$ cat config.mk
export PLATFORM = sky130hd
export DESIGN_NAME = vga_timing
export DESIGN_NICKNAME = d
export VERILOG_FILES = /design/src/hdl/vga_pkg.sv /design/src/hdl/vga_timing.sv
export SDC_FILE = /design/constraint.sdc
export NUM_CORES = 1
export LEC_CHECK = 0
export BUFFER_PORTS_ARGS = -buffer_cell sky130_fd_sc_hd__buf_2
export CAP_MARGIN = 30
export CORE_MARGIN = 1.5
export CORE_UTILIZATION = 55
export CTS_CLUSTER_DIAMETER = 200
export DETAILED_ROUTE_END_ITERATION = 8
export PLACE_DENSITY = 0.76
export SLEW_MARGIN = 20
export SYNTH_ARGS = -nofsm -noshare
export SYNTH_HDL_FRONTEND = slang
export SYNTH_SLANG_ARGS = --single-unit
$ cat constraint.sdc
create_clock -name clk -period 2 [get_ports clk]
set_clock_uncertainty 0.05 [all_clocks]
set_input_delay 0.2 -clock clk [delete_from_list [all_inputs] [get_ports clk]]
set_output_delay 0.2 -clock clk [all_outputs]
set_load 0.1 [all_outputs]
$ cat src/hdl/vga_pkg.sv
`default_nettype none

package vga_pkg;

	// horizontal timing, in clocks
	localparam int h_pulse  = 96;
	localparam int h_back   = 48;
	localparam int h_active = 640;
	localparam int h_front  = 16;
	localparam int h_period = 800;

	// vertical timing, in lines
	localparam int v_pulse  = 2;
	localparam int v_back   = 29;
	localparam int v_active = 480;
	localparam int v_front  = 10;
	localparam int v_period = 521;

	localparam int h_start = h_pulse + h_back;    // first visible clock, 144
	localparam int h_end   = h_start + h_active;  // first clock of front porch, 784
	localparam int v_start = v_pulse + v_back;    // first visible line, 31
	localparam int v_end   = v_start + v_active;  // first line of front porch, 511

	// line fetch geometry
	localparam int words_per_line = 160;  // four pixels per word
	localparam int line_bytes     = 640;  // row stride in the frame buffer

	// register offsets on the data port
	localparam logic [31:0] reg_ctrl   = 32'h0000_0000;
	localparam logic [31:0] reg_fb_ptr = 32'h0000_0004;

	typedef enum logic {
		fetch_idle,
		fetch_busy
	} fetch_state_t;

	typedef struct packed {
		logic       hs;           // active low
		logic       vs;           // active low
		logic       blank;
		logic [9:0] x;            // 0 outside the active area
		logic [8:0] y;
		logic       fetch_start;  // one cycle, at the start of the line before a row
		logic [8:0] fetch_row;
	} vga_timing_t;

	typedef struct packed {
		logic       hs;
		logic       vs;
		logic [7:0] rgb;
	} vga_pixel_t;

	typedef struct packed {
		logic        enable;
		logic [31:0] fb_ptr;
	} vga_cfg_t;

	// values held while in reset, syncs inactive
	localparam vga_timing_t tim_reset = '{hs: 1'b1, vs: 1'b1, blank: 1'b1, default: '0};
	localparam vga_pixel_t  pix_reset = '{hs: 1'b1, vs: 1'b1, rgb: 8'h00};

endpackage

`default_nettype wire

$ cat src/hdl/vga_timing.sv
`default_nettype none

module vga_timing (
	input  wire logic             clk,
	input  wire logic             rst,
	output vga_pkg::vga_timing_t  tim
);

	import vga_pkg::*;

	logic [9:0]  h;  // pixel counter from 0 to 799
	logic [9:0]  v;  // line counter from 0 to 520
	logic        h_last;
	logic        v_last;
	logic        h_vis;
	logic        v_vis;
	logic        pre_line;  // next line is visible
	vga_timing_t tim_next;

	assign h_last = (h == 10'(h_period - 1));
	assign v_last = (v == 10'(v_period - 1));

	always_ff @(posedge clk) begin
		if (rst) begin
			h <= '0;
			v <= '0;
		end else if (h_last) begin
			h <= '0;
			v <= v_last ? '0 : v + 10'd1;
		end else begin
			h <= h + 10'd1;
		end
	end

	assign h_vis    = (h >= 10'(h_start)) && (h < 10'(h_end));
	assign v_vis    = (v >= 10'(v_start)) && (v < 10'(v_end));
	assign pre_line = (v >= 10'(v_start - 1)) && (v < 10'(v_end - 1));

	always_comb begin
		tim_next             = '0;
		tim_next.hs          = (h >= 10'(h_pulse));
		tim_next.vs          = (v >= 10'(v_pulse));
		tim_next.blank       = !(h_vis && v_vis);
		tim_next.fetch_start = (h == 10'd0) && pre_line;
		if (h_vis) begin
			tim_next.x = h - 10'(h_start);
		end
		if (v_vis) begin
			tim_next.y = 9'(v - 10'(v_start));
		end
		if (pre_line) begin
			tim_next.fetch_row = 9'(v - 10'(v_start - 1));  // row shown on the next line
		end
	end

	// all fields leave on the same edge
	always_ff @(posedge clk) begin
		if (rst) begin
			tim <= tim_reset;
		end else begin
			tim <= tim_next;
		end
	end

	a_counter_range: assert property (@(posedge clk) disable iff (rst)
		(h < 10'(h_period)) && (v < 10'(v_period)))
		else $error("timing counter out of range h=%0d v=%0d", h, v);

endmodule

`default_nettype wire

==> metrics <==
nets@finish 306; CTS Hold Buffers Added 0; Pwr Density 660.2 mW/mm^2; clock sinks 52; crit end category register; setup_tns 0 ns; DIE WIDTH 66.62 um; Cell Area, Synth 0.002226 sq mm; Hold Fails Final Rpt 0; DR pass1 iterations 4; sequential-to-total area share from yosys stat 0.4677; Leakage 1.109 nW; critical path type reg -> reg; Synth Instances 250; Core ar. 0.003771 sq mm; Max Cap Viol 0; dpl ws 0.08325 ns; worst setup margin 0.08743 ns; unrepaired setup endpoints after global routing false; Final Hold Slack 0.2130 ns; min Tclk post-route 1.913 ns; vias per inst 5.213; DP HPWL 3.170 mm; Residual DRC 0; initial antenna violation count 0; Inst Count DP 334; Synth top cells by count dfxtp_1 (52), nor2_1 (46), nand2_1 (16), xnor2_1 (16), inv_1 (12); Overall Power 1.719 mW; fin. max-slew vios 0; total wire length 4.405 mm; Least-Margin Pin Slew 0.8281 ns; Core Util, Final 0.6904; 1st-iter DRT viols 135; final RePlAce weighted congestion 0.8772; Synth cell types 42; Final setup violation count 0; CTS tree done; status complete, no violations; peak supply drop 0.0004734 V; Post-synth EDFFs 0; clock network latency to the later pin of the worst-skew pair 0.31 ns; Comb pwr share 0.032; Synth area leader dfxtp_1; Avg Inst Size Synth 8.904 sq um; IO Port Bufs 33; share of cells above drive strength 1 0.2211; GRT Total Usage 0.2223; largest net degree at the start of global routing 17; Core Rows 22; root buffer cell clkbuf_8; clock-pin slew on the worst setup and hold paths 0.09 ns; YS warnings 0; non-filler cells, final 342; Avg WL per Cell 12.88 um; area of the multi-input gates 0.001066 sq mm; vias in the first global route 1594; CP Max Fanout 11; top cells by area, synth dfxtp_1 (47%), nor2_1 (7.8%), xnor2_1 (6.3%), ha_1 (6.2%), nand2_1 (2.7%); Max-slew headroom 0.4455; die height 66.62 um; Cell Int Power 1.339 mW; Worst EP arrival 2.11 ns; Register Area 0.001042 sq mm; vias 1783; cell with the most instances after synthesis dfxtp_1; Min-Delay Path Class in -> reg; first-pass GRT wire length 7.314 mm; clk buf depth 2; Sw Pwr 380.1 uW; CTS buffer count 5; Boundary Pins 34; CP required 2.20 ns; fin area 0.002604 sq mm; dpl cell area 0.002510 sq mm; Clk pwr share 0.357; commonest register cell after synthesis dfxtp_1; Mapped Nets 263; diode count 0; H-tree depth 2; Initial Util 0.5902; ys async rst share 0; Switching Share 0.2211; fmax 522.9 MHz; sequential share of power 0.611; post-route ant nets 0; Die ar. 0.004438 sq mm; Synth top area share 0.4677; Worst setup SP type register; Seq cells post-synth 52; Congestion Overflow GR 0; fillers 312; area grow syn2layout 16.98%; Final period util 0.9563
## per-layer routing
metal | up-vias | track usage | routed length, um
li1 | 924 | - | -
met1 | 810 | 0.2949 | 2159
met2 | 43 | 0.3475 | 1954
met3 | 6 | 0.05574 | 217
met4 | 0 | 0.08418 | 72
met5 | - | 0 | 0
## kinds of logic after synthesis
group	share of synthesized area
flip-flops	0.4677
multiplexers	0.005059
AO/OA/AOI/OAI	0.08151
XOR/XNOR	0.08656
AND/OR/NAND/NOR	0.2428
buffers and inverters	0.05452
adder cells (fa/ha/maj)	0.06183
## layout make-up
class | instances | share of cell area
repair buffers | 51 | 0.1153
flip-flops and latches | 52 | 0.4003
well taps | 48 | 0.02307
inverters | 12 | 0.01730
clock buffers | 8 | 0.03460
multi-input cells | 171 | 0.4094
## power by group through the flow
| stage | Clock, mW | Sequential [mW] | Combinational, mW |
|---|---|---|---|
| global route | 0.674 | 1.05 | 0.0607 |
| CTS | 0.625 | 1.05 | 0.0546 |
| detailed placement | 0 | 1.07 | 0.0534 |
| floorplan | 0 | 1.09 | 0.0289 |
| global placement | 0 | 1.07 | 0.0528 |
| finish | 0.615 | 1.05 | 0.0548 |
## state kept, by name, indices dropped and copies added (netlist names)
signal	cells
h	10
v	10
tim	32
## timing repair
action | 4_1_cts | 5_1_grt
setup endpoints to repair | 0 | 1
setup buffers | 0 | 0
resized for setup | 0 | 2
## final timing paths
check                                startpoint  slack (ns)  depth (start not counted)                end
worst min register to register  h[0]$_SDFF_PP0_        0.41                          1    h[0]$_SDFF_PP0_
worst min-delay path                        rst        0.21                          2  v[8]$_SDFFE_PP0N_
worst max register to register  h[1]$_SDFF_PP0_        0.09                          5  v[7]$_SDFFE_PP0N_
worst max-delay path            h[1]$_SDFF_PP0_        0.09                          5  v[7]$_SDFFE_PP0N_
## worst max-delay path: stages, from the launching register on
cell and delay, ns:
dfxtp_1 0.39, ha_2 0.22, nand3_2 0.10, or3_4 0.45
or4_1 0.52, a21oi_1 0.14
## cells in the final DEF (no fill, tap or decap), types with 2 or more instances in the layout
| cell type | instances |
|---|---|
| a21oi_1 | 10 |
| a311oi_1 | 3 |
| a31oi_1 | 2 |
| buf_2 | 33 |
| buf_4 | 18 |
| clkbuf_1 | 2 |
| clkbuf_8 | 6 |
| dfxtp_1 | 51 |
| ha_1 | 10 |
| inv_1 | 12 |
| nand2_1 | 16 |
| nand2b_1 | 2 |
| nand3_1 | 10 |
| nand4_1 | 8 |
| nor2_1 | 46 |
| nor2b_1 | 2 |
| nor3_1 | 3 |
| nor4_1 | 5 |
| o211ai_1 | 2 |
| o21ai_0 | 7 |
| or3_1 | 4 |
| xnor2_1 | 16 |
| xor2_1 | 6 |
(Power assumes the default switching activity.)
