[src/hdl/vga_pkg.sv]
`default_nettype none

package vga_pkg;

	// horizontal timing, in clocks
	localparam int h_pulse  = 96;
	localparam int h_back   = 48;
	localparam int h_active = 640;
	localparam int h_front  = 16;
	localparam int h_period = 800;

	// vertical timing, in lines
	localparam int v_pulse  = 2;
	localparam int v_back   = 29;
	localparam int v_active = 480;
	localparam int v_front  = 10;
	localparam int v_period = 521;

	localparam int h_start = h_pulse + h_back;    // first visible clock, 144
	localparam int h_end   = h_start + h_active;  // first clock of front porch, 784
	localparam int v_start = v_pulse + v_back;    // first visible line, 31
	localparam int v_end   = v_start + v_active;  // first line of front porch, 511

	// line fetch geometry
	localparam int words_per_line = 160;  // four pixels per word
	localparam int line_bytes     = 640;  // row stride in the frame buffer

	// register offsets on the data port
	localparam logic [31:0] reg_ctrl   = 32'h0000_0000;
	localparam logic [31:0] reg_fb_ptr = 32'h0000_0004;

	typedef enum logic {
		fetch_idle,
		fetch_busy
	} fetch_state_t;

	typedef struct packed {
		logic       hs;           // active low
		logic       vs;           // active low
		logic       blank;
		logic [9:0] x;            // 0 outside the active area
		logic [8:0] y;
		logic       fetch_start;  // one cycle, at the start of the line before a row
		logic [8:0] fetch_row;
	} vga_timing_t;

	typedef struct packed {
		logic       hs;
		logic       vs;
		logic [7:0] rgb;
	} vga_pixel_t;

	typedef struct packed {
		logic        enable;
		logic [31:0] fb_ptr;
	} vga_cfg_t;

	// values held while in reset, syncs inactive
	localparam vga_timing_t tim_reset = '{hs: 1'b1, vs: 1'b1, blank: 1'b1, default: '0};
	localparam vga_pixel_t  pix_reset = '{hs: 1'b1, vs: 1'b1, rgb: 8'h00};

endpackage

`default_nettype wire

[src/hdl/vga_regs.sv]
`default_nettype none

module vga_regs (
	input  wire logic              clk,
	input  wire logic              rst,
	input  wire logic              de,
	input  wire logic [1:0]        drw,
	input  wire logic [31:0]       daddr,
	input  wire logic [31:0]       din,
	output logic      [31:0]       dout,
	output vga_pkg::vga_cfg_t      cfg
);

	import vga_pkg::*;

	logic        enable;
	logic [31:0] fb_ptr;
	logic        wr_en;

	assign wr_en = de && drw[0];  // drw[0] marks a write cycle

	always_ff @(posedge clk) begin
		if (rst) begin
			enable <= 1'b0;
			fb_ptr <= 32'h0000_0000;
		end else if (wr_en) begin
			case (daddr)
				reg_ctrl:   enable <= din[0];
				reg_fb_ptr: fb_ptr <= din;
				default:    ;  // unmapped offsets are dropped
			endcase
		end
	end

	// readback, anything but the control offset returns the pointer
	always_comb begin
		if (daddr == reg_ctrl) begin
			dout = {31'h0000_0000, enable};
		end else begin
			dout = fb_ptr;
		end
	end

	assign cfg.enable = enable;
	assign cfg.fb_ptr = fb_ptr;

endmodule

`default_nettype wire

[config.mk]
export PLATFORM = sky130hd
export DESIGN_NAME = vga_regs
export DESIGN_NICKNAME = d
export VERILOG_FILES = /design/src/hdl/vga_pkg.sv /design/src/hdl/vga_regs.sv
export SDC_FILE = /design/constraint.sdc
export NUM_CORES = 1
export LEC_CHECK = 0
export BUFFER_PORTS_ARGS = -buffer_cell sky130_fd_sc_hd__buf_2
export CORE_ASPECT_RATIO = 1.25
export CORE_MARGIN = 2
export CORE_UTILIZATION = 40
export CTS_CLUSTER_DIAMETER = 100
export CTS_CLUSTER_SIZE = 10
export DETAILED_ROUTE_END_ITERATION = 8
export GPL_ROUTABILITY_DRIVEN = 0
export HOLD_SLACK_MARGIN = 0.15
export MAX_ROUTING_LAYER = met4
export PLACE_DENSITY = 0.83
export SYNTH_ARGS = -nofsm -noshare
export SYNTH_HDL_FRONTEND = slang
export SYNTH_SLANG_ARGS = --single-unit
[constraint.sdc]
create_clock -name clk -period 4.3 [get_ports clk]
set_input_delay 1.29 -clock clk [delete_from_list [all_inputs] [get_ports clk]]
set_output_delay 1.29 -clock clk [all_outputs]
set_load 0.03 [all_outputs]
==> results of run 1 <==
registers in the layout, summed over array words and instances (netlist names):
| signal | flops |
|---|---|
| enable | 1 |
| fb_ptr | 32 |
tightest hold or removal path: cells and delay by family, from the launching register on:
family | cells | cell delay, ns
compound gates | 2 | 0.11
flops | 1 | 0.31
Yosys cell counts (all sizes together):
library cell and number:
mux2 1, inv 1, dfxtp 33, nand2 1, o21ba 1, and3 1, o31ai 32, and4 2
nand3 1, clkbuf 13, a21oi 32, nor4 8, nor3 2, o31a 1, nor2b 31, nand4b 1
buf 16, nand4 34
kinds of logic (layout without fill, tap and decap cells):
logic type | count (synthesis) | after routing | share of synthesized area (%)
and+or+nand+nor | 81 | 81 | 30.79
DFF | 33 | 33 | 37.37
buffers and inverters | 30 | 148 | 7.502
muxes | 1 | 1 | 0.6369
AOI/OAI and AO/OA | 66 | 66 | 23.71
through the flow:
stage               instance area (sq um)  setup slack (ns)
floorplan                            1768            0.4595
global placement                     2439            0.1812
detailed placement                   2439            0.1562
CTS                                  2525            0.1527
global route                         2525           0.06731
finish                               2525            0.1550
routing by layer:
layer	up-vias	share of wire (%)	global-route usage, %
met5	-	0	-
met2	90	52	39.47
met4	0	1.7	8.913
met1	1032	39	24.40
li1	1044	-	-
met3	6	6.9	4.728
report_power, final:
part           leakage (nW)  internal [mW]    switching, mW
Clock                0.0443          0.127            0.103
Combinational         0.915         0.0235           0.0176
Sequential            0.266          0.306  0.0000000000221
final timing paths:
kind,from,endpoint
worst min register to register,fb_ptr[15]$_SDFFE_PP0P_,fb_ptr[15]$_SDFFE_PP0P_
worst max-delay path,daddr[5],dout[0]
worst max register to register,enable$_SDFFE_PP0P_,enable$_SDFFE_PP0P_
worst min-delay path,fb_ptr[15]$_SDFFE_PP0P_,fb_ptr[15]$_SDFFE_PP0P_
layout make-up:
class                      instances  area, sq um  share of cell area, %
clock buffer                       7        86.33                  3.419
timing repair buffer             140        720.7                  28.54
sequential                        33        660.6                  26.16
inverter                           1        3.754                 0.1487
multi-input combinational        148        980.9                  38.85
tap                               58        72.57                  2.874
==> results.ini, run 1 <==
[timing]
hold_viol_final = 0
max_freq_mhz = 241.3
final.setup_skew_ns = 0
setup_tns_ns = 0
slew_viol_final = 0
fin_crit_sh_pct = 96.39
finalCriticalPeriod_ns = 4.145
hold_slack_ns = 0.4719
setup_viol = 0
rsz0062_at_grt = false
worst_slew_pin_slew_ns = 0.7023
slew_headroom_pct = 53.04

[yosys]
synth_seq_cells = 33
synthDistinctLibCells = 22
synth_cells = 211
ys_warn_count = 0
synth_area_leaders = dfxtp_1, o31ai_1, nand4_1, nor2b_1, a21oi_1
ys_seq_area_share_pct = 37.37
netlist_area_sq_um = 1768
postSynthAreaPerCell_sq_um = 8.379
syn-num-nets = 280
synth_top_area_share_pct = 37.37
yosys.area.top_type = dfxtp_1

[route]
drtPass1Iterations = 4
num_vias = 2172
via_per_inst = 5.612
drt_iter0_markers = 130
ant_nets = 0
route.detailed.drc = 0
drt-wirelength-per-cell_um = 14.48
drt_wl_total_um = 5602

[clock_network]
cts-resized-gates = 0
cts.sinks = 33
clock-root-buffer = clkbuf_8
cts.path.max_buffers = 2
cts_tree = yes
clk_latency_ns = 0.27
cts_setup_buffers = 0
ctsHoldBuffers = 0
numCtsBuffers = 5
cts_max_level = 2
cts.clk_slew.worst_paths_ns = 0.06

[critical_path]
cp_top_family = simple AND/OR/NAND/NOR gates
path_common_cell = buf_2
crit_path_max_incr_delay_ns = 0.37
cp-start-kind = input port
r2r_cells = 2
crit_fanout = 3
critPathBufInv = 2
crit_type = in2out
cp_data_required_time_ns = 3.01
slowest_stage = nor4_2
worst_ep_arrival_time_ns = 2.85
end_kind = output pin
worstPathCellList = buf_2 -> nor4_2 -> nand4b_1 -> nor3_4 -> mux2_1 -> buf_2
rrSetupSlack_ns = 3.59
path_depth = 6

[min_path]
hp-class = reg2reg
whs_path_depth = 2

[floorplan]
die_w_um = 63.47
dieArea_sq_um = 4971
io_pins = 134
design.core.area_sq_um = 4324
die_h_um = 78.33
start_util_pct = 40.89
core.rowCount = 27

[layout]
fin_nets = 398
drive_above_1_share_pct = 46.20
fin_util_pct = 58.39
syn_to_final_growth_pct = 42.82
diodes = 0
fillers = 412
fin_cells = 387
layout_commonest_cell = buf_2
most-common-layout-cells = buf_2, nand4_1, dfxtp_1

[place]
port_buffers = 132
hpwl_um = 3813
dp_cells = 380

[global_route]
grt_pass1_wl_um = 8797
grt_max_degree = 35
grt_usage_pct = 22.38
antenna_found_initial = 0
grt_pass1_vias = 1926
globalRouteOverflowTotal = 0

[power]
totalPowerFinal_mw = 0.5763
power.density_nw_per_um2 = 228.3
ir_worst_vdd_v = 0.0001340
p_leak_nw = 1.225

[run_status]
status = finished, final reports clean

[job]
drv_cap = 0

Power figures use the tool's default switching activity.
==> run 2, diff against run 1 <==
SETUP_SLACK_MARGIN = 0.5   (was not set)
==> results.ini, run 2 (synthesis results as in run 1) <==
[floorplan]
dieArea_sq_um = 4971
core.rowCount = 27
die_w_um = 63.47
design.core.area_sq_um = 4324
die_h_um = 78.33
start_util_pct = 40.89
io_pins = 134

[critical_path]
end_kind = output pin
rr_endpoint = enable$_SDFFE_PP0P_
endpoint = dout[0]
worst_ep_arrival_time_ns = 2.66
crit_type = in2out
r2r_cells = 2
cp_data_required_time_ns = 3.01
r2r_start = enable$_SDFFE_PP0P_
rrSetupSlack_ns = 3.57
crit_fanout = 3
cp-start-kind = input port
cp-startpoint = daddr[8]

[layout]
most-common-layout-cells = buf_2, nand4_1, dfxtp_1
syn_to_final_growth_pct = 63.20
layout_commonest_cell = buf_2
largest_register_ff_count = 32
fin_nets = 417
diodes = 0
design_area_sq_um = 2885
drive_above_1_share_pct = 50.72
fin_util_pct = 66.72
top_regs = fb_ptr (32), enable (1)
top_register = fb_ptr

[global_route]
antenna_found_initial = 0
grt_pass1_vias = 2048
globalRouteOverflowTotal = 0
grt_usage_pct = 24.22
grt_max_degree = 35
grt_pass1_wl_um = 9390

[route]
maxUsedRoutingLayer = met4
wl_met2_um = 3282
drtPass1Iterations = 4
num_vias = 2264
drt_iter0_markers = 173
ant_nets = 0
via_per_inst = 5.563
drt_wl_total_um = 6211
wl_met3_um = 368
route.detailed.drc = 0
drt-wirelength-per-cell_um = 15.26
drt-met1-wl_um = 2425

[run_status]
status = finished, final reports clean

[power]
power.density_nw_per_um2 = 228.4
intPower_mw = 0.5226
p_leak_nw = 1.372
clkPwrFrac_pct = 45.7
p_sw_share_pct = 20.70
power_frac_comb_pct = 8.0
totalPowerFinal_mw = 0.6590
p_sw_mw = 0.1364
ir_worst_vdd_v = 0.0001845
seq_power_share_pct = 46.4

[timing]
setup_viol = 0
hold_slack_ns = 0.4752
setup_tns_ns = 0
finalCriticalPeriod_ns = 3.946
worst_slew_pin_slew_ns = 0.6304
slew_headroom_pct = 57.97
rsz0062_at_grt = true
hold_viol_final = 0
final.setup_skew_ns = 0
max_freq_mhz = 253.5
fin_crit_sh_pct = 91.76
slew_viol_final = 0

[clock_network]
cts.sinks = 33
cts_max_level = 2
numCtsBuffers = 5
clock-root-buffer = clkbuf_8
cts.path.max_buffers = 2
clk_latency_ns = 0.28
cts_tree = yes
cts.clk_slew.worst_paths_ns = 0.07

[place]
hpwl_um = 3833
port_buffers = 132
place_area_sq_um = 2439

[min_path]
hp-class = reg2reg

[job]
drv_cap = 0

==> run 2: timing repair <==
item,4_1_cts,5_1_grt
hold buffers,0,0
setup endpoints to repair,32,33
pin swaps,4,8
gates resized for setup,13,24
cloned,1,0
buffers inserted,17,1
==> run 2: worst min path at each step <==
stage / from / to / slack [ns] / cells past startpoint
after floorplan: enable$_SDFFE_PP0P_ / enable$_SDFFE_PP0P_ / 0.58 / 2
after global placement: fb_ptr[16]$_SDFFE_PP0P_ / fb_ptr[16]$_SDFFE_PP0P_ / 0.46 / 2
after detailed placement: fb_ptr[13]$_SDFFE_PP0P_ / fb_ptr[13]$_SDFFE_PP0P_ / 0.47 / 2
after CTS: fb_ptr[13]$_SDFFE_PP0P_ / fb_ptr[13]$_SDFFE_PP0P_ / 0.47 / 2
after global routing: fb_ptr[18]$_SDFFE_PP0P_ / fb_ptr[18]$_SDFFE_PP0P_ / 0.50 / 2
final: fb_ptr[10]$_SDFFE_PP0P_ / fb_ptr[10]$_SDFFE_PP0P_ / 0.48 / 2
==> run 2: per-layer routing <==
layer | global-route usage (%) | vias to the layer above
met5 | - | -
met4 | 9.783 | 0
met3 | 3.725 | 12
met2 | 43.68 | 106
met1 | 26.41 | 1067
li1 | - | 1079
==> run 2: final cells by class <==
type	count	area, sq um
Inverter	1	3.754
Sequential cell	33	660.6
Fill cell	402	1439
Clock buffer	7	86.33
Clock inverter	1	30.03
Multi-Input combinational cell	148	1070
Timing Repair Buffer	159	962.2
Tap cell	58	72.57
==> run 2: power by group through the flow <==
stage	clock, mW	combinational (mW)	sequential, mW
finish	0.301	0.0526	0.305
global placement	0	0.0403	0.312
CTS	0.307	0.0455	0.305
floorplan	0	0.00779	0.312
detailed placement	0	0.0407	0.312
global route	0.321	0.0566	0.305
==> run 2: critical path, stage by stage <==
cell      delay, ns
buf_6          0.10
nor4_4         0.30
nand4b_1       0.22
nor3_4         0.18
buf_4          0.14
mux2_4         0.29
buf_6          0.14
==> run 2: metrics by stage <==
| stage | worst slack (ns) | std cells |
|---|---|---|
| floorplan | 0.5037 | 211 |
| global placement | 0.2150 | 380 |
| detailed placement | 0.1673 | 380 |
| CTS | 0.2956 | 406 |
| global route | 0.3026 | 407 |
| finish | 0.3545 | 407 |
